===== src/verilog/chip_block_params.svh =====
`ifndef CHIP_BLOCK_PARAMS_SVH
`define CHIP_BLOCK_PARAMS_SVH

////////////////////////////////////////////////////////////////////////////
// datapath sizing

// flit payload width, also the key width
`define CHIP_FLIT_DATA_W 16

////////////////////////////////////////////////////////////////////////////
// tag chain

// node id field at the head of every tag frame
`define CHIP_NODE_ID_W 4

// node id, then enable bit, then key
`define CHIP_TAG_FRAME_LEN (`CHIP_NODE_ID_W + 1 + `CHIP_FLIT_DATA_W)

////////////////////////////////////////////////////////////////////////////
// links

// sender credits at reset, same as input FIFO depth
`define CHIP_LINK_CREDITS 4

`endif


===== src/verilog/chip_cfg_pkg.sv =====
`include "chip_block_params.svh"

package chip_cfg_pkg;

  ////////////////////////////////////////////////////////////////////////////
  // tag client FSM

  // idle between frames, shift while tag_en_i is high
  typedef enum logic [0:0]
  {
    TAG_IDLE  = 1'b0,
    TAG_SHIFT = 1'b1
  } tag_state_e;

  ////////////////////////////////////////////////////////////////////////////
  // core configuration

  // written by the tag client, read by the flit engine
  // all zero after reset, so the core comes up disabled
  typedef struct packed
  {
    // core may pop flits
    logic                          enable;
    // operand for add, xor and rotate
    logic [`CHIP_FLIT_DATA_W-1:0]  key;
  } core_cfg_s;

endpackage


===== src/verilog/chip_link_pkg.sv =====
`include "chip_block_params.svh"

package chip_link_pkg;

  ////////////////////////////////////////////////////////////////////////////
  // flit opcodes

  // what the core does to the payload
  typedef enum logic [1:0]
  {
    // payload unchanged
    OP_PASS = 2'b00,
    // payload plus key, wraps
    OP_ADD  = 2'b01,
    // payload xor key
    OP_XOR  = 2'b10,
    // rotate left by key low bits
    OP_ROTL = 2'b11
  } flit_op_e;

  ////////////////////////////////////////////////////////////////////////////
  // flit layout

  // sequence tag, carried through untouched
  localparam int flit_id_width_gp = 4;

  // one link beat, op in the top bits
  typedef struct packed
  {
    flit_op_e                      op;
    logic [flit_id_width_gp-1:0]   id;
    logic [`CHIP_FLIT_DATA_W-1:0]  data;
  } flit_s;

endpackage


===== src/verilog/chip_block.sv =====
`timescale 1ns/1ps

`include "chip_block_params.svh"

module chip_block
  #(parameter logic [`CHIP_NODE_ID_W-1:0] node_id_p = '0)
  (input  logic                  noc_clk_i
  ,input  logic                  rst_n_i

  // tag chain
  ,input  logic                  tag_en_i
  ,input  logic                  tag_data_i

  // input link
  ,input  logic                  link_v_i
  ,input  chip_link_pkg::flit_s  link_data_i
  ,output logic                  link_token_o

  // output link
  ,output logic                  link_v_o
  ,output chip_link_pkg::flit_s  link_data_o
  ,input  logic                  link_token_i
  );

  chip_cfg_pkg::core_cfg_s  core_cfg;
  chip_link_pkg::flit_s     rx_flit;
  logic                     rx_avail;
  logic                     rx_pop;
  chip_link_pkg::flit_s     res_flit;
  logic                     res_valid;
  logic                     res_take;

  ////////////////////////////////////////////////////////////////////////////
  // configuration

  chip_tag_client #(.node_id_p(node_id_p)) tag0
  (.noc_clk_i    (noc_clk_i   )
  ,.rst_n_i      (rst_n_i     )
  ,.tag_en_i     (tag_en_i    )
  ,.tag_data_i   (tag_data_i  )
  ,.core_cfg_o   (core_cfg    )
  );

  ////////////////////////////////////////////////////////////////////////////
  // datapath, rx then core then tx

  chip_link_rx rx0
  (.noc_clk_i    (noc_clk_i   )
  ,.rst_n_i      (rst_n_i     )
  ,.link_v_i     (link_v_i    )
  ,.link_data_i  (link_data_i )
  ,.link_token_o (link_token_o)
  ,.rx_flit_o    (rx_flit     )
  ,.rx_avail_o   (rx_avail    )
  ,.rx_pop_i     (rx_pop      )
  );

  chip_flit_engine engine0
  (.noc_clk_i    (noc_clk_i   )
  ,.rst_n_i      (rst_n_i     )
  ,.core_cfg_i   (core_cfg    )
  ,.rx_flit_i    (rx_flit     )
  ,.rx_avail_i   (rx_avail    )
  ,.rx_pop_o     (rx_pop      )
  ,.res_flit_o   (res_flit    )
  ,.res_valid_o  (res_valid   )
  ,.res_take_i   (res_take    )
  );

  chip_link_tx tx0
  (.noc_clk_i    (noc_clk_i   )
  ,.rst_n_i      (rst_n_i     )
  ,.res_flit_i   (res_flit    )
  ,.res_valid_i  (res_valid   )
  ,.res_take_o   (res_take    )
  ,.link_v_o     (link_v_o    )
  ,.link_data_o  (link_data_o )
  ,.link_token_i (link_token_i)
  );

endmodule


===== src/verilog/chip_flit_engine.sv =====
`timescale 1ns/1ps

`include "chip_block_params.svh"

module chip_flit_engine
  (input  logic                     noc_clk_i
  ,input  logic                     rst_n_i

  ,input  chip_cfg_pkg::core_cfg_s  core_cfg_i

  // from input link
  ,input  chip_link_pkg::flit_s     rx_flit_i
  ,input  logic                     rx_avail_i
  ,output logic                     rx_pop_o

  // to output link
  ,output chip_link_pkg::flit_s     res_flit_o
  ,output logic                     res_valid_o
  ,input  logic                     res_take_i
  );

  localparam int data_w_lp = `CHIP_FLIT_DATA_W;
  localparam int rot_w_lp  = $clog2(data_w_lp);

  logic [2*data_w_lp-1:0]  rot_wide;
  logic [data_w_lp-1:0]    xf_data;
  logic                    pop;
  logic                    res_valid_r;
  chip_link_pkg::flit_s    res_r;

  ////////////////////////////////////////////////////////////////////////////
  // opcode decode

  always_comb
  begin
    // doubled word, upper half is the left rotate
    rot_wide = {rx_flit_i.data, rx_flit_i.data} << core_cfg_i.key[rot_w_lp-1:0];
    case (rx_flit_i.op)
      chip_link_pkg::OP_ADD:  xf_data = rx_flit_i.data + core_cfg_i.key;
      chip_link_pkg::OP_XOR:  xf_data = rx_flit_i.data ^ core_cfg_i.key;
      chip_link_pkg::OP_ROTL: xf_data = rot_wide[2*data_w_lp-1 -: data_w_lp];
      default:                xf_data = rx_flit_i.data;
    endcase
  end

  ////////////////////////////////////////////////////////////////////////////
  // result register

  // take the head when enabled and the slot frees up
  assign pop = core_cfg_i.enable && rx_avail_i && (!res_valid_r || res_take_i);

  always_ff @(posedge noc_clk_i or negedge rst_n_i)
  begin
    if (!rst_n_i)
    begin
      res_valid_r <= 1'b0;
    end
    else if (pop)
    begin
      res_valid_r <= 1'b1;
    end
    else if (res_take_i)
    begin
      res_valid_r <= 1'b0;
    end
  end

  // op and id ride along unchanged
  always_ff @(posedge noc_clk_i)
  begin
    if (pop)
    begin
      res_r.op   <= rx_flit_i.op;
      res_r.id   <= rx_flit_i.id;
      res_r.data <= xf_data;
    end
  end

  assign rx_pop_o    = pop;
  assign res_flit_o  = res_r;
  assign res_valid_o = res_valid_r;

endmodule


===== src/verilog/chip_link_rx.sv =====
`timescale 1ns/1ps

`include "chip_block_params.svh"

module chip_link_rx
  (input  logic                  noc_clk_i
  ,input  logic                  rst_n_i

  // off chip side
  ,input  logic                  link_v_i
  ,input  chip_link_pkg::flit_s  link_data_i
  ,output logic                  link_token_o

  // core side
  ,output chip_link_pkg::flit_s  rx_flit_o
  ,output logic                  rx_avail_o
  ,input  logic                  rx_pop_i
  );

  localparam int depth_lp = `CHIP_LINK_CREDITS;
  localparam int ptr_w_lp = (depth_lp > 1) ? $clog2(depth_lp) : 1;
  localparam int cnt_w_lp = $clog2(depth_lp + 1);

  chip_link_pkg::flit_s  mem_r [depth_lp];
  logic [ptr_w_lp-1:0]   wr_ptr_r;
  logic [ptr_w_lp-1:0]   rd_ptr_r;
  logic [cnt_w_lp-1:0]   count_r;
  logic                  token_r;
  logic                  full;

  ////////////////////////////////////////////////////////////////////////////
  // FIFO storage

  // sender credits keep this from overflowing
  always_ff @(posedge noc_clk_i)
  begin
    if (link_v_i)
    begin
      mem_r[wr_ptr_r] <= link_data_i;
    end
  end

  // pointers wrap at depth, count tracks occupancy
  always_ff @(posedge noc_clk_i or negedge rst_n_i)
  begin
    if (!rst_n_i)
    begin
      wr_ptr_r <= '0;
      rd_ptr_r <= '0;
      count_r  <= '0;
    end
    else
    begin
      if (link_v_i)
      begin
        wr_ptr_r <= (wr_ptr_r == ptr_w_lp'(depth_lp - 1)) ? '0 : wr_ptr_r + 1'b1;
      end
      if (rx_pop_i)
      begin
        rd_ptr_r <= (rd_ptr_r == ptr_w_lp'(depth_lp - 1)) ? '0 : rd_ptr_r + 1'b1;
      end
      case ({link_v_i, rx_pop_i})
        2'b10:   count_r <= count_r + 1'b1;
        2'b01:   count_r <= count_r - 1'b1;
        default: count_r <= count_r;
      endcase
    end
  end

  assign full       = (count_r == cnt_w_lp'(depth_lp));
  assign rx_avail_o = (count_r != '0);
  // head of queue
  assign rx_flit_o  = mem_r[rd_ptr_r];

  ////////////////////////////////////////////////////////////////////////////
  // token return

  // one token per drained slot, a cycle after the pop
  always_ff @(posedge noc_clk_i or negedge rst_n_i)
  begin
    if (!rst_n_i)
    begin
      token_r <= 1'b0;
    end
    else
    begin
      token_r <= rx_pop_i;
    end
  end

  assign link_token_o = token_r;

  // sender overran its credits
  no_write_full: assert property (@(posedge noc_clk_i) disable iff (!rst_n_i)
    link_v_i |-> !full);

  // core popped with nothing queued
  no_pop_empty: assert property (@(posedge noc_clk_i) disable iff (!rst_n_i)
    rx_pop_i |-> rx_avail_o);

endmodule


===== src/verilog/chip_link_tx.sv =====
`timescale 1ns/1ps

`include "chip_block_params.svh"

module chip_link_tx
  (input  logic                  noc_clk_i
  ,input  logic                  rst_n_i

  // core side
  ,input  chip_link_pkg::flit_s  res_flit_i
  ,input  logic                  res_valid_i
  ,output logic                  res_take_o

  // off chip side
  ,output logic                  link_v_o
  ,output chip_link_pkg::flit_s  link_data_o
  ,input  logic                  link_token_i
  );

  localparam int credits_lp = `CHIP_LINK_CREDITS;
  localparam int cnt_w_lp   = $clog2(credits_lp + 1);

  logic [cnt_w_lp-1:0]   credit_r;
  logic                  take;
  logic                  link_v_r;
  chip_link_pkg::flit_s  link_data_r;

  ////////////////////////////////////////////////////////////////////////////
  // credit counter

  // send only with a credit in hand
  assign take = res_valid_i && (credit_r != '0);

  // send and token in the same cycle cancel out
  always_ff @(posedge noc_clk_i or negedge rst_n_i)
  begin
    if (!rst_n_i)
    begin
      credit_r <= cnt_w_lp'(credits_lp);
    end
    else
    begin
      case ({take, link_token_i})
        2'b10:   credit_r <= credit_r - 1'b1;
        2'b01:   credit_r <= credit_r + 1'b1;
        default: credit_r <= credit_r;
      endcase
    end
  end

  ////////////////////////////////////////////////////////////////////////////
  // output register

  always_ff @(posedge noc_clk_i or negedge rst_n_i)
  begin
    if (!rst_n_i)
    begin
      link_v_r <= 1'b0;
    end
    else
    begin
      link_v_r <= take;
    end
  end

  // data only meaningful with link_v_o
  always_ff @(posedge noc_clk_i)
  begin
    if (take)
    begin
      link_data_r <= res_flit_i;
    end
  end

  assign res_take_o  = take;
  assign link_v_o    = link_v_r;
  assign link_data_o = link_data_r;

  // receiver returned more tokens than flits sent
  credit_bound: assert property (@(posedge noc_clk_i) disable iff (!rst_n_i)
    credit_r <= cnt_w_lp'(credits_lp));

endmodule


===== src/verilog/chip_tag_client.sv =====
`timescale 1ns/1ps

`include "chip_block_params.svh"

module chip_tag_client
  #(parameter logic [`CHIP_NODE_ID_W-1:0] node_id_p = '0)
  (input  logic                     noc_clk_i
  ,input  logic                     rst_n_i

  ,input  logic                     tag_en_i
  ,input  logic                     tag_data_i

  ,output chip_cfg_pkg::core_cfg_s  core_cfg_o
  );

  localparam int frame_len_lp = `CHIP_TAG_FRAME_LEN;
  localparam int id_w_lp      = `CHIP_NODE_ID_W;
  localparam int data_w_lp    = `CHIP_FLIT_DATA_W;
  localparam int cnt_w_lp     = $clog2(frame_len_lp + 1);

  chip_cfg_pkg::tag_state_e  state_r;
  logic [frame_len_lp-1:0]   shift_r;
  logic [cnt_w_lp-1:0]       bit_cnt_r;
  logic                      over_r;
  logic                      frame_end;
  logic                      frame_ok;
  chip_cfg_pkg::core_cfg_s   cfg_r;

  ////////////////////////////////////////////////////////////////////////////
  // deserializer

  // msb first, so the node id ends up on top
  always_ff @(posedge noc_clk_i)
  begin
    if (tag_en_i)
    begin
      shift_r <= {shift_r[frame_len_lp-2:0], tag_data_i};
    end
  end

  // bit counter saturates at the frame length
  // extra bits only set the overrun flag
  always_ff @(posedge noc_clk_i or negedge rst_n_i)
  begin
    if (!rst_n_i)
    begin
      state_r   <= chip_cfg_pkg::TAG_IDLE;
      bit_cnt_r <= '0;
      over_r    <= 1'b0;
    end
    else
    begin
      case (state_r)
        chip_cfg_pkg::TAG_IDLE:
        begin
          if (tag_en_i)
          begin
            // first bit lands on this edge
            state_r   <= chip_cfg_pkg::TAG_SHIFT;
            bit_cnt_r <= cnt_w_lp'(1);
            over_r    <= 1'b0;
          end
        end
        chip_cfg_pkg::TAG_SHIFT:
        begin
          if (!tag_en_i)
          begin
            state_r   <= chip_cfg_pkg::TAG_IDLE;
            bit_cnt_r <= '0;
          end
          else if (bit_cnt_r == cnt_w_lp'(frame_len_lp))
          begin
            over_r <= 1'b1;
          end
          else
          begin
            bit_cnt_r <= bit_cnt_r + 1'b1;
          end
        end
        default:
        begin
          state_r <= chip_cfg_pkg::TAG_IDLE;
        end
      endcase
    end
  end

  ////////////////////////////////////////////////////////////////////////////
  // frame check and commit

  // falling edge of the frame strobe
  assign frame_end = (state_r == chip_cfg_pkg::TAG_SHIFT) && !tag_en_i;

  // exact length and our id, anything else is dropped
  assign frame_ok = (bit_cnt_r == cnt_w_lp'(frame_len_lp)) && !over_r
                 && (shift_r[frame_len_lp-1 -: id_w_lp] == node_id_p);

  always_ff @(posedge noc_clk_i or negedge rst_n_i)
  begin
    if (!rst_n_i)
    begin
      cfg_r <= '0;
    end
    else if (frame_end && frame_ok)
    begin
      cfg_r.enable <= shift_r[data_w_lp];
      cfg_r.key    <= shift_r[data_w_lp-1:0];
    end
  end

  assign core_cfg_o = cfg_r;

  // counter stays within one frame
  cnt_in_range: assert property (@(posedge noc_clk_i) disable iff (!rst_n_i)
    bit_cnt_r <= cnt_w_lp'(frame_len_lp));

endmodule

===== config.mk =====
export PLATFORM = sky130hd
export DESIGN_NAME = chip_block
export DESIGN_NICKNAME = d
export VERILOG_FILES = /design/src/verilog/chip_cfg_pkg.sv /design/src/verilog/chip_link_pkg.sv /design/src/verilog/chip_block.sv /design/src/verilog/chip_flit_engine.sv /design/src/verilog/chip_link_rx.sv /design/src/verilog/chip_link_tx.sv /design/src/verilog/chip_tag_client.sv
export VERILOG_INCLUDE_DIRS = /design/src /design/src/verilog
export SDC_FILE = /design/constraint.sdc
export NUM_CORES = 1
export LEC_CHECK = 0
export ABC_AREA = 1
export BUFFER_PORTS_ARGS = -buffer_cell sky130_fd_sc_hd__buf_2
export CAP_MARGIN = 20
export CORE_ASPECT_RATIO = 1.4
export CORE_MARGIN = 4
export CORE_UTILIZATION = 24
export DETAILED_ROUTE_END_ITERATION = 10
export PLACE_DENSITY = 0.4
export SYNTH_ARGS = -nofsm -noshare
export SYNTH_HDL_FRONTEND = slang
export SYNTH_SLANG_ARGS = --single-unit

===== constraint.sdc =====
create_clock -name noc_clk_i -period 4.26 [get_ports noc_clk_i]
set_input_delay 0.426 -clock noc_clk_i [delete_from_list [all_inputs] [get_ports noc_clk_i]]
set_output_delay 0.426 -clock noc_clk_i [all_outputs]
set_load 0.005 [all_outputs]

* Yosys cells after proc, flatten, opt, wreduce, memory -nomap -nowiden *
Memory sizes are Yosys's and may differ from the RTL's.
Index checks and enable logic that the tools add are counted.

storage, ports and cells
  register bits after elaboration = 102
  RAM bits = 88
  input port bits = 28
  logic and storage cells = 82
  memories = 1

memories
  memory     words  width  read ports  clocked after memory_dff  wr ports  RTL line            source
  rx0.mem_r  4      22     1           0                         1         chip_link_rx.sv:24  chip_link_pkg::flit_s mem_r [depth_lp];

operators by class
  add/sub/neg operators = 8
  equal/unequal tests = 14
  shifts and indexed selects = 1
  muxes and demuxes = 18
  bitwise logic cells = 2
  reduce and logical (&&, ||, !) cells = 19

operator list
  cell                                                  number
  one-hot mux 16 bit (3 select lines)                   1
  left shift 32 x 4 -> 32 bit                           1
  adder 16 bit                                          1
  XOR 16 bit                                            1
  two-way mux 5 bit                                     3
  equality test 2 bit (second input constant)           6
  one-hot mux 3 bit (2 select lines)                    2
  one-hot mux 5 bit (2 select lines)                    1
  two-way mux 1 bit                                     8
  logical AND 1 bit                                     7
  adder 3 x 1 -> 3 bit (second input constant)          2
  equality test 2 x 1 -> 1 bit (second input constant)  3
  != test 2 bit (second input constant)                 3
  nonzero test 2 bit                                    3
  nonzero test 3 bit                                    2
  subtractor 3 x 1 -> 3 bit (second input constant)     2
  adder 5 x 1 -> 5 bit (second input constant)          1
  equality test 5 bit (second input constant)           1
  adder 2 x 1 -> 2 bit (second input constant)          2
  logical NOT 4 bit                                     1
  two-way mux 2 bit                                     2
  logical NOT 1 bit                                     3
  != test 3 bit (second input constant)                 1
  AND reduction 3 bit                                   1
  other kinds (4)                                       4

* Longest topological paths before layout *
Gate-level depths: netlist (run 1).

  depth in word-level cells = 6
  depth in mapped cells = 18
  depth with buffers taken out = 16

* Cells and area by module *
From an unflattened synthesis (run 1), not the netlist that was laid out.

unflattened totals
  cell total of the unflattened synthesis = 1017
  area, all modules = 9806.9 um^2

by module, submodules not included
  module            times used  cells each  area each (um^2)  sequential area each (um^2)
  chip_link_rx      1           354         4120.2            2842.7
  chip_flit_engine  1           460         2996.6            685.7
  chip_tag_client   1           157         1816.7            1231.2
  chip_link_tx      1           46          873.3             762.0

* Worst setup path after synthesis (run 1) *
OpenSTA, ideal clock, no wires.

  kind = reg-to-reg
  start point = reg tx0.credit_r[2]
  end point = reg rx0.count_r[2]
  arrival time = 2.922 ns
  data required time = 4.136 ns
  slack = 1.214 ns
  cell stages (with the launch flop) = 11
  buffers on the path = 0
  period minus slack after synthesis = 3.046 ns
  cell sequence = dfstp_2 inv_1 nand4_1 nand2_1 nor2_1 ha_1 inv_1 fa_1 a21oi_1 o21ai_0 xnor2_1

between the ends
  longest elaborated chain between the ends = 6

RTL lines
  item                                                                             RTL line                source
  start: declaration                                                               chip_link_tx.sv:23      logic [cnt_w_lp-1:0] credit_r;
  start signal: assignment                                                         chip_link_tx.sv:39      credit_r <= cnt_w_lp'(credits_lp);
  start signal: assignment                                                         chip_link_tx.sv:44      2'b10: credit_r <= credit_r - 1'b1;
  start signal: assignment                                                         chip_link_tx.sv:45      2'b01: credit_r <= credit_r + 1'b1;
  nonzero test 3 bit (*)                                                           chip_link_tx.sv:32      assign take = res_valid_i && (credit_r != '0);
  logical AND 1 bit (*)                                                            chip_link_tx.sv:32
  logical OR 1 bit (*)                                                             chip_flit_engine.sv:50  assign pop = core_cfg_i.enable && rx_avail_i && (!res_valid_r || res_take_i);
  logical AND 1 bit (*)                                                            chip_flit_engine.sv:50
  net engine0.rx_pop_o                                                             chip_flit_engine.sv:14  ,output logic rx_pop_o
  equality test 2 x 1 -> 1 bit / equality test 2 bit (equally long branches)       chip_link_rx.sv:62      case ({link_v_i, rx_pop_i})
  one-hot mux 3 bit (2 select lines) / nonzero test 2 bit (equally long branches)  n/a
  end signal: assignment                                                           chip_link_rx.sv:63      2'b10: count_r <= count_r + 1'b1;
  end signal: assignment                                                           chip_link_rx.sv:64      2'b01: count_r <= count_r - 1'b1;
  end signal: assignment                                                           chip_link_rx.sv:65      default: count_r <= count_r;
  end: declaration                                                                 chip_link_rx.sv:27      logic [cnt_w_lp-1:0] count_r;

Mark *: on every way through the listed nets, which the timed path passes. The rest lies on a longest branch.
A chain may end at the register's enable or synchronous reset.

* Worst setup path in the final report (run 1) *
  start point = reg rx0.rd_ptr_r[0]
  end point = reg engine0.res_r (netlist bit engine0.res_flit_o[14]) (data pin)

between the ends
  longest elaborated chain between the ends = 3

RTL lines
  item                                     RTL line                source
  start: declaration                       chip_link_rx.sv:26      logic [ptr_w_lp-1:0] rd_ptr_r;
  start signal: assignment                 chip_link_rx.sv:60      rd_ptr_r <= (rd_ptr_r == ptr_w_lp'(depth_lp - 1)) ? '0 : rd_ptr_r + 1'b1;
  memory (4 x 22 bit) (*)                  n/a
  adder 16 bit (tied with other cells)     chip_flit_engine.sv:39  chip_link_pkg::OP_ADD: xf_data = rx_flit_i.data + core_cfg_i.key;
  one-hot mux 16 bit (3 select lines) (*)  chip_flit_engine.sv:38  case (rx_flit_i.op)
  net engine0.xf_data[14]                  chip_flit_engine.sv:26  logic [data_w_lp-1:0] xf_data;
  end: declaration                         chip_flit_engine.sv:29  chip_link_pkg::flit_s res_r;

Marked as above.

==> impl_metrics.csv, run 1 <==
group,metric,value,unit
pwr,power_density,441,nW/µm²
global_route,grt_pass1_wl,37.3,mm
critical_path,startpoint_type,"flip-flop",
critical_path,cp.required,4.46,ns
floorplanning,die_w,172,µm
global_route,grt_overflow,0,
final_layout,syn_to_final_growth,15.2,%
pwr,power_leakage,4.15,nW
pwr,pwr-share-seq,50.7,%
sta,max_slew_margin,38.2,%
routing,wl_per_cell,17.3,µm
cts,clkSlewWorstSetupHoldPaths,0.07,ns
routing,vias,6272,
final_layout,fillers,3855,
yosys,synth_flop_cell,"edfxtp_1",
critical_path,cp_data_arrival_time,3.32,ns
cts,insertion_delay,0.45,ns
pwr,p_int,0.00332,W
yosys,ys_types,39,
global_route,grt_pass1_vias,6522,
final_layout,drive_gt1_share,14.6,%
placed_design,dp_hpwl,17.3,mm
sta,period_needed,3.12,ns
cts,numCtsBuffers,17,
pwr,swShare,27.9,%
final_layout,final_cell_area,10400,µm²
cts,post-cts-setup-buffers,0,
cts,cts_root_buffer,"clkbuf_16",
critical_path,path_max_fanout,45,
critical_path,timing.rr.start,"rx0.rd_ptr_r[0]$_DFFE_PN0P_",
sta,hold_violations,0,
routing,drt-initial-drc-count,332,
pwr,p_switching,0.00128,W
final_layout,antenna_cells,0,
routing,first_pass_iters,5,
sta,finalCritPeriodShare,73.3,%
placed_design,io_buffer_count,51,
yosys,syn_area,9040,µm²
critical_path,crit_path_end_kind,"flip-flop",
routing,routed_via_density,4.57,
final_layout,fin_util,28.2,%
cts,ctsResizeCount,0,
global_route,antenna_found_initial,0,
sta,drv_slew,0,
cts,clock_path_buffers,2,
pwr,p_comb_share,14.9,%
yosys,seq_area_frac_synth,61.1,%
placed_design,place_congestion,0.876,
placed_design,place_area,9800,µm²
yosys,yosys_warnings,0,
floorplanning,rows,83,
cts,cts_tree,"built",
critical_path,reg2reg_depth,17,
floorplanning,start_util,24.5,%
pwr,vdd_drop_max,0.191,mV
floorplanning,die_h,238,µm
final_layout,fin_cells,1373,
global_route,grt_max_degree,46,
floorplanning,core_region_area,37000,µm²
yosys,synth.avg_cell_area,10.8,µm²
cts,clkSinkCount,190,
routing,drt-total-wl,23.8,mm
sta,fin_setup_tns,0,ns
sta,worst_pin_slew,0.927,ns
routing,final_antenna_net_count,0,
yosys,synth-seq-cells,190,
routing,drc,0,
yosys,async_flop_share,19.5,%
sta,setup_viol,0,
critical_path,worstSetupPathType,"flip-flop to flip-flop",
floorplanning,die-area,40900,µm²
global_route,grt_usage,12.1,%
pwr,power.share.clock,34.4,%
placed_design,dp.cells,1340,
sta,rsz0062_at_grt,"no",
cts,holdBufCountCts,0,
final_layout,nets,948,
worst_hold_path,hp-class,"primary input to asynchronous set/reset pin",
critical_path,startpoint,"rx0.rd_ptr_r[0]$_DFFE_PN0P_",
sta,finalClockSkew,0.00971,ns
outcome,status,"finished clean",
cts,htreeDepth,4,
yosys,synth_edf_count,153,
floorplanning,io_pins,52,
job,cap_violations,0,
yosys,synth_fp_nets,896,
yosys,synth_cells,841,
sta,max_freq,0.320,GHz
[worst max-delay path: stages, from the launching register on]
cell	delay (ns)
dfrtp_1	0.38
buf_4	0.20
inv_8	0.22
nand2_1	0.08
nand3_1	0.11
and2_1	0.17
ha_1	0.21
inv_1	0.08
fa_1	0.41
inv_1	0.10
nand3_1	0.06
nand2_1	0.16
a21oi_1	0.12
or2_2	0.30
nand2_1	0.07
nand2_1	0.04
nand3_1	0.06
nand4_1	0.08
[flip-flops by register name, indices dropped and copies added, names as in the netlist]
signal and flops:
rx0.link_token_o 1, tag0.bit_cnt_r 5, rx0.count_r 3, engine0.res_valid_o 1
engine0.res_flit_o 22, tag0.state_r 1, tx0.credit_r 3, rx0.mem_r 88
rx0.wr_ptr_r 2, rx0.rd_ptr_r 2, tx0.link_v_o 1, tag0.core_cfg_o 17
tag0.shift_r 21, tag0.over_r 1, tx0.link_data_o 22
[cells in the final DEF (no fill, tap or decap), types with 18 or more instances in the layout]
cell type | netlist | layout
nand3_1 | 205 | 205
nand2_1 | 171 | 171
edfxtp_1 | 153 | 153
buf_2 | 11 | 51
inv_1 | 47 | 47
dfrtp_1 | 36 | 36
o21ai_0 | 26 | 26
nor2_1 | 27 | 26
ha_1 | 24 | 24
a21oi_1 | 21 | 21
nand4_1 | 21 | 21
clkbuf_16 | 0 | 18
[cell usage after synthesis, drive strengths merged (5+ instances only)]
library cell  number  area (µm²)
nand4             22         153
inv               52         203
nor2              29         114
xnor2              5        43.8
a21oi             21         105
buf               24         171
o21ai             26         130
ha                24         300
nand2            171         642
or2                7        43.8
dfrtp             36         901
edfxtp           153        4590
mux2              17         229
clkbuf             9        33.8
o22ai              7        43.8
nand3            206        1040
and2               9        56.3
[per-layer routing]
metal | vias to the layer above | share of wire, % | global-route usage [%]
met5 | - | 0 | 0
met4 | 0 | 4.6 | 6.63
met3 | 46 | 3.1 | 2.20
met2 | 122 | 51 | 20.7
met1 | 3017 | 41 | 14.1
li1 | 3087 | - | -
[cell type report]
cell class                 count  area (µm²)  share of cell area (%)
clock buffer                  19         454                    4.36
clock inverter                13         130                    1.25
inverter                      53         206                    1.98
multi-input combinational    565        3110                    29.9
sequential                   190        5520                    53.0
tap                          467         584                    5.61
timing repair buffer          66         408                    3.92
[power by group through the flow]
stage	sequential [W]	clock, W	combinational (W)
finish	0.00233	0.00158	0.000684
global route	0.00235	0.00171	0.000784
CTS	0.00233	0.00165	0.000684
detailed placement	0.00238	0	0.000681
global placement	0.00238	0	0.000675
floorplan	0.00234	0	0.000451
[through the flow]
step	worst slack, ns	hold WS (ns)	total power, W
floorplan	1.21	0.130	0.00279
global placement	1.17	0.404	0.00305
detailed placement	1.12	0.405	0.00306
CTS	1.10	0.121	0.00466
global route	0.810	0.126	0.00484
finish	1.14	0.115	0.00460
[worst paths after layout]
kind	to	slack, ns
worst min-delay path	rx0.link_token_o$_DFF_PN0_	0.11
min in group noc_clk_i	tag0.shift_r[0]$_DFFE_PP_	0.15
worst max register to register	engine0.res_flit_o[14]$_DFFE_PP_	1.14
worst min register to register	tx0.link_data_o[19]$_DFFE_PP_	0.42
worst max-delay path	engine0.res_flit_o[14]$_DFFE_PP_	1.14
max in group asynchronous	tag0.core_cfg_o[2]$_DFFE_PN0P_	3.56
[logic make-up after synthesis]
| kind of cell | Yosys count | synth area share (%) |
|---|---|---|
| buf+inv | 86 | 4.55 |
| xor+xnor | 9 | 0.872 |
| fa+ha+maj | 27 | 3.99 |
| compound gates | 62 | 3.76 |
| flops | 190 | 61.1 |
| simple gates | 450 | 23.2 |
| mux | 17 | 2.53 |
(Power assumes the default switching activity.)
==> run 2, diff against run 1 <==
==> constraint.sdc (replaced) <==
create_clock -name noc_clk_i -period 2.9 [get_ports noc_clk_i]
set_input_delay 0.29 -clock noc_clk_i [delete_from_list [all_inputs] [get_ports noc_clk_i]]
set_output_delay 0.29 -clock noc_clk_i [all_outputs]
set_load 0.005 [all_outputs]
==> run 2 against run 1 <==
Against the previous run:
- first-iteration DRC count is 9.0% higher
- via count is 1.5% higher
- clock skew is 0.00092 ns higher
- critical path depth is 4 lower
- critical path type unchanged
- die area stayed put
- sequential power is 46% higher
==> impl_metrics.csv, run 2 (synthesis results as in run 1) <==
group,metric,value,unit
outcome,status,"finished clean",
sta,setup_viol,0,
critical_path,rrSetupSlack,0.17,ns
critical_path,max_stage_delay,0.43,ns
routing,met2_length,12.8,mm
final_layout,antenna_cells,0,
global_route,grt_pass1_vias,6487,
pwr,power_density,651,nW/µm²
floorplanning,core_region_area,37000,µm²
floorplanning,die_h,238,µm
sta,hold_violations,0,
placed_design,dp_hpwl,17.7,mm
routing,wl_met3,706,µm
floorplanning,die-area,40900,µm²
critical_path,startpoint,"rx0.rd_ptr_r[0]$_DFFE_PN0P_",
critical_path,cp_data_arrival_time,2.92,ns
cts,numCtsBuffers,17,
sta,max_freq,0.366,GHz
critical_path,timing.rr.start,"rx0.rd_ptr_r[0]$_DFFE_PN0P_",
routing,top_layer,"met4",
final_layout,drive_gt1_share,19.3,%
pwr,power_leakage,4.33,nW
pwr,swShare,27.3,%
routing,drt-initial-drc-count,362,
cts,insertion_delay,0.46,ns
sta,drv_slew,0,
final_layout,syn_to_final_growth,19.4,%
cts,clkSinkCount,190,
sta,worst_pin_slew,0.944,ns
global_route,antenna_found_initial,0,
routing,wl_per_cell,17.3,µm
critical_path,endpoint,"engine0.res_flit_o[10]$_DFFE_PP_",
worst_hold_path,hp-start,"tag_data_i",
sta,finalCritPeriodShare,94.1,%
cts,cts_tree,"built",
critical_path,cpMostUsedCell,"nand3_1",
job,cap_violations,0,
floorplanning,die_w,172,µm
sta,rsz0062_at_grt,"yes",
cts,clock_path_buffers,2,
final_layout,fillers,3843,
pwr,power.share.clock,36.5,%
placed_design,io_buffer_count,51,
final_layout,max_flop_register,"rx0.mem_r",
critical_path,worstSetupPathType,"flip-flop to flip-flop",
pwr,p_comb_share,14.9,%
cts,clkSlewWorstSetupHoldPaths,0.07,ns
critical_path,path_delay_family,"simple AND/OR/NAND/NOR gates",
worst_hold_path,min_path_cells,1,
sta,hold_slack,0.0313,ns
routing,first_pass_iters,5,
critical_path,cp_num_buf_inv,3,
pwr,p_int,0.00511,W
final_layout,final_common_cell,"nand3_1",
pwr,p_switching,0.00192,W
routing,final_antenna_net_count,0,
global_route,grt_max_degree,38,
final_layout,final_cell_mix,"203 x nand3_1, 169 x nand2_1, 153 x edfxtp_1",
final_layout,fin_util,29.2,%
critical_path,worstPathCellList,"buf_12, buf_12, nand2_1, nand3_1, and2_4, ha_1, inv_1, o21bai_1, a21oi_2, nand3_1, or2_2, nand3_1, nand4_1",
cts,cts_root_buffer,"clkbuf_16",
pwr,vdd_drop_max,0.284,mV
floorplanning,start_util,24.5,%
global_route,grt_pass1_wl,37.8,mm
critical_path,cp_num_cells,13,
routing,drc,0,
final_layout,final-seq-area,5520,µm²
cts,htreeDepth,4,
floorplanning,rows,83,
global_route,grt_usage,12.2,%
sta,finalClockSkew,0.0106,ns
sta,layout_setup_ws,0.171,ns
final_layout,multi_input_area,3190,µm²
critical_path,crit_slowest_cell,"dfrtp_2",
routing,routed_via_density,4.55,
critical_path,crit_path_end_kind,"flip-flop",
routing,drt-total-wl,24.2,mm
pwr,pwr-share-seq,48.6,%
critical_path,reg2reg_depth,13,
critical_path,cp.required,3.10,ns
critical_path,r2r-end,"engine0.res_flit_o[10]$_DFFE_PP_",
final_layout,nets,975,
global_route,grt_overflow,0,
final_layout,largest_register_ffs,88,
placed_design,place_congestion,0.895,
placed_design,place_ws,0.0540,ns
critical_path,startpoint_type,"flip-flop",
critical_path,path_max_fanout,17,
sta,fin_setup_tns,0,ns
sta,max_slew_margin,37.0,%
routing,vias,6369,
final_layout,fin_cells,1400,
placed_design,dp.cells,1365,
routing,wl_met1,10.0,mm
floorplanning,io_pins,52,
sta,period_needed,2.73,ns
worst_hold_path,hp-class,"primary input to flip-flop",
## run 2: timing repair
action                                  4_1_cts  5_1_grt
buffers inserted                              0        1
endpoints found under the setup margin        0       11
hold endpoints to repair                     21        0
hold buffers                                  1        0
resized for setup                             0       25
## run 2: worst register-to-register path, cell delays in order, from the launching register on
cell	delay, ns
dfrtp_2	0.43
buf_12	0.16
buf_12	0.15
nand2_1	0.08
nand3_1	0.13
and2_4	0.22
ha_1	0.32
inv_1	0.10
o21bai_1	0.14
a21oi_2	0.19
nand3_1	0.12
or2_2	0.28
nand3_1	0.07
nand4_1	0.08
## run 2: cell type report
class / instances / share of cell area (%)
inverter: 53 / 1.94
clock inverter: 12 / 1.62
sequential: 190 / 51.2
timing repair buffer: 93 / 5.93
tap: 467 / 5.41
clock buffer: 20 / 4.34
multi-input combinational: 565 / 29.6
## run 2: routing by layer
metal	track usage, %	vias to the layer above
li1	-	3143
met5	0	-
met3	2.28	31
met4	4.89	0
met2	21.7	106
met1	14.3	3089
## run 2: stage by stage
step / area [µm²] / total power, W
finish: 10800 / 0.00702
global route: 10800 / 0.00739
CTS: 10700 / 0.00711
detailed placement: 10000 / 0.00452
global placement: 10000 / 0.00451
floorplan: 9040 / 0.00411
## run 2: power groups by stage
stage / registers [W] / clock network (W) / logic [W]
final: 0.00341 / 0.00256 / 0.00105
after global routing: 0.00344 / 0.00276 / 0.00119
after CTS: 0.00341 / 0.00265 / 0.00105
after detailed placement: 0.00347 / 0 / 0.00105
after global placement: 0.00348 / 0 / 0.00104
after floorplan: 0.00344 / 0 / 0.000664
## run 2: worst min-delay path by stage
stage,to,slack (ns)
finish,tag0.shift_r[0]$_DFFE_PP_,0.03
global route,tag0.shift_r[0]$_DFFE_PP_,0.02
CTS,tag0.shift_r[0]$_DFFE_PP_,0.01
detailed placement,tx0.link_data_o[13]$_DFFE_PP_,0.40
global placement,tx0.link_data_o[12]$_DFFE_PP_,0.41
floorplan,engine0.res_valid_o$_DFFE_PN0P_,-0.006
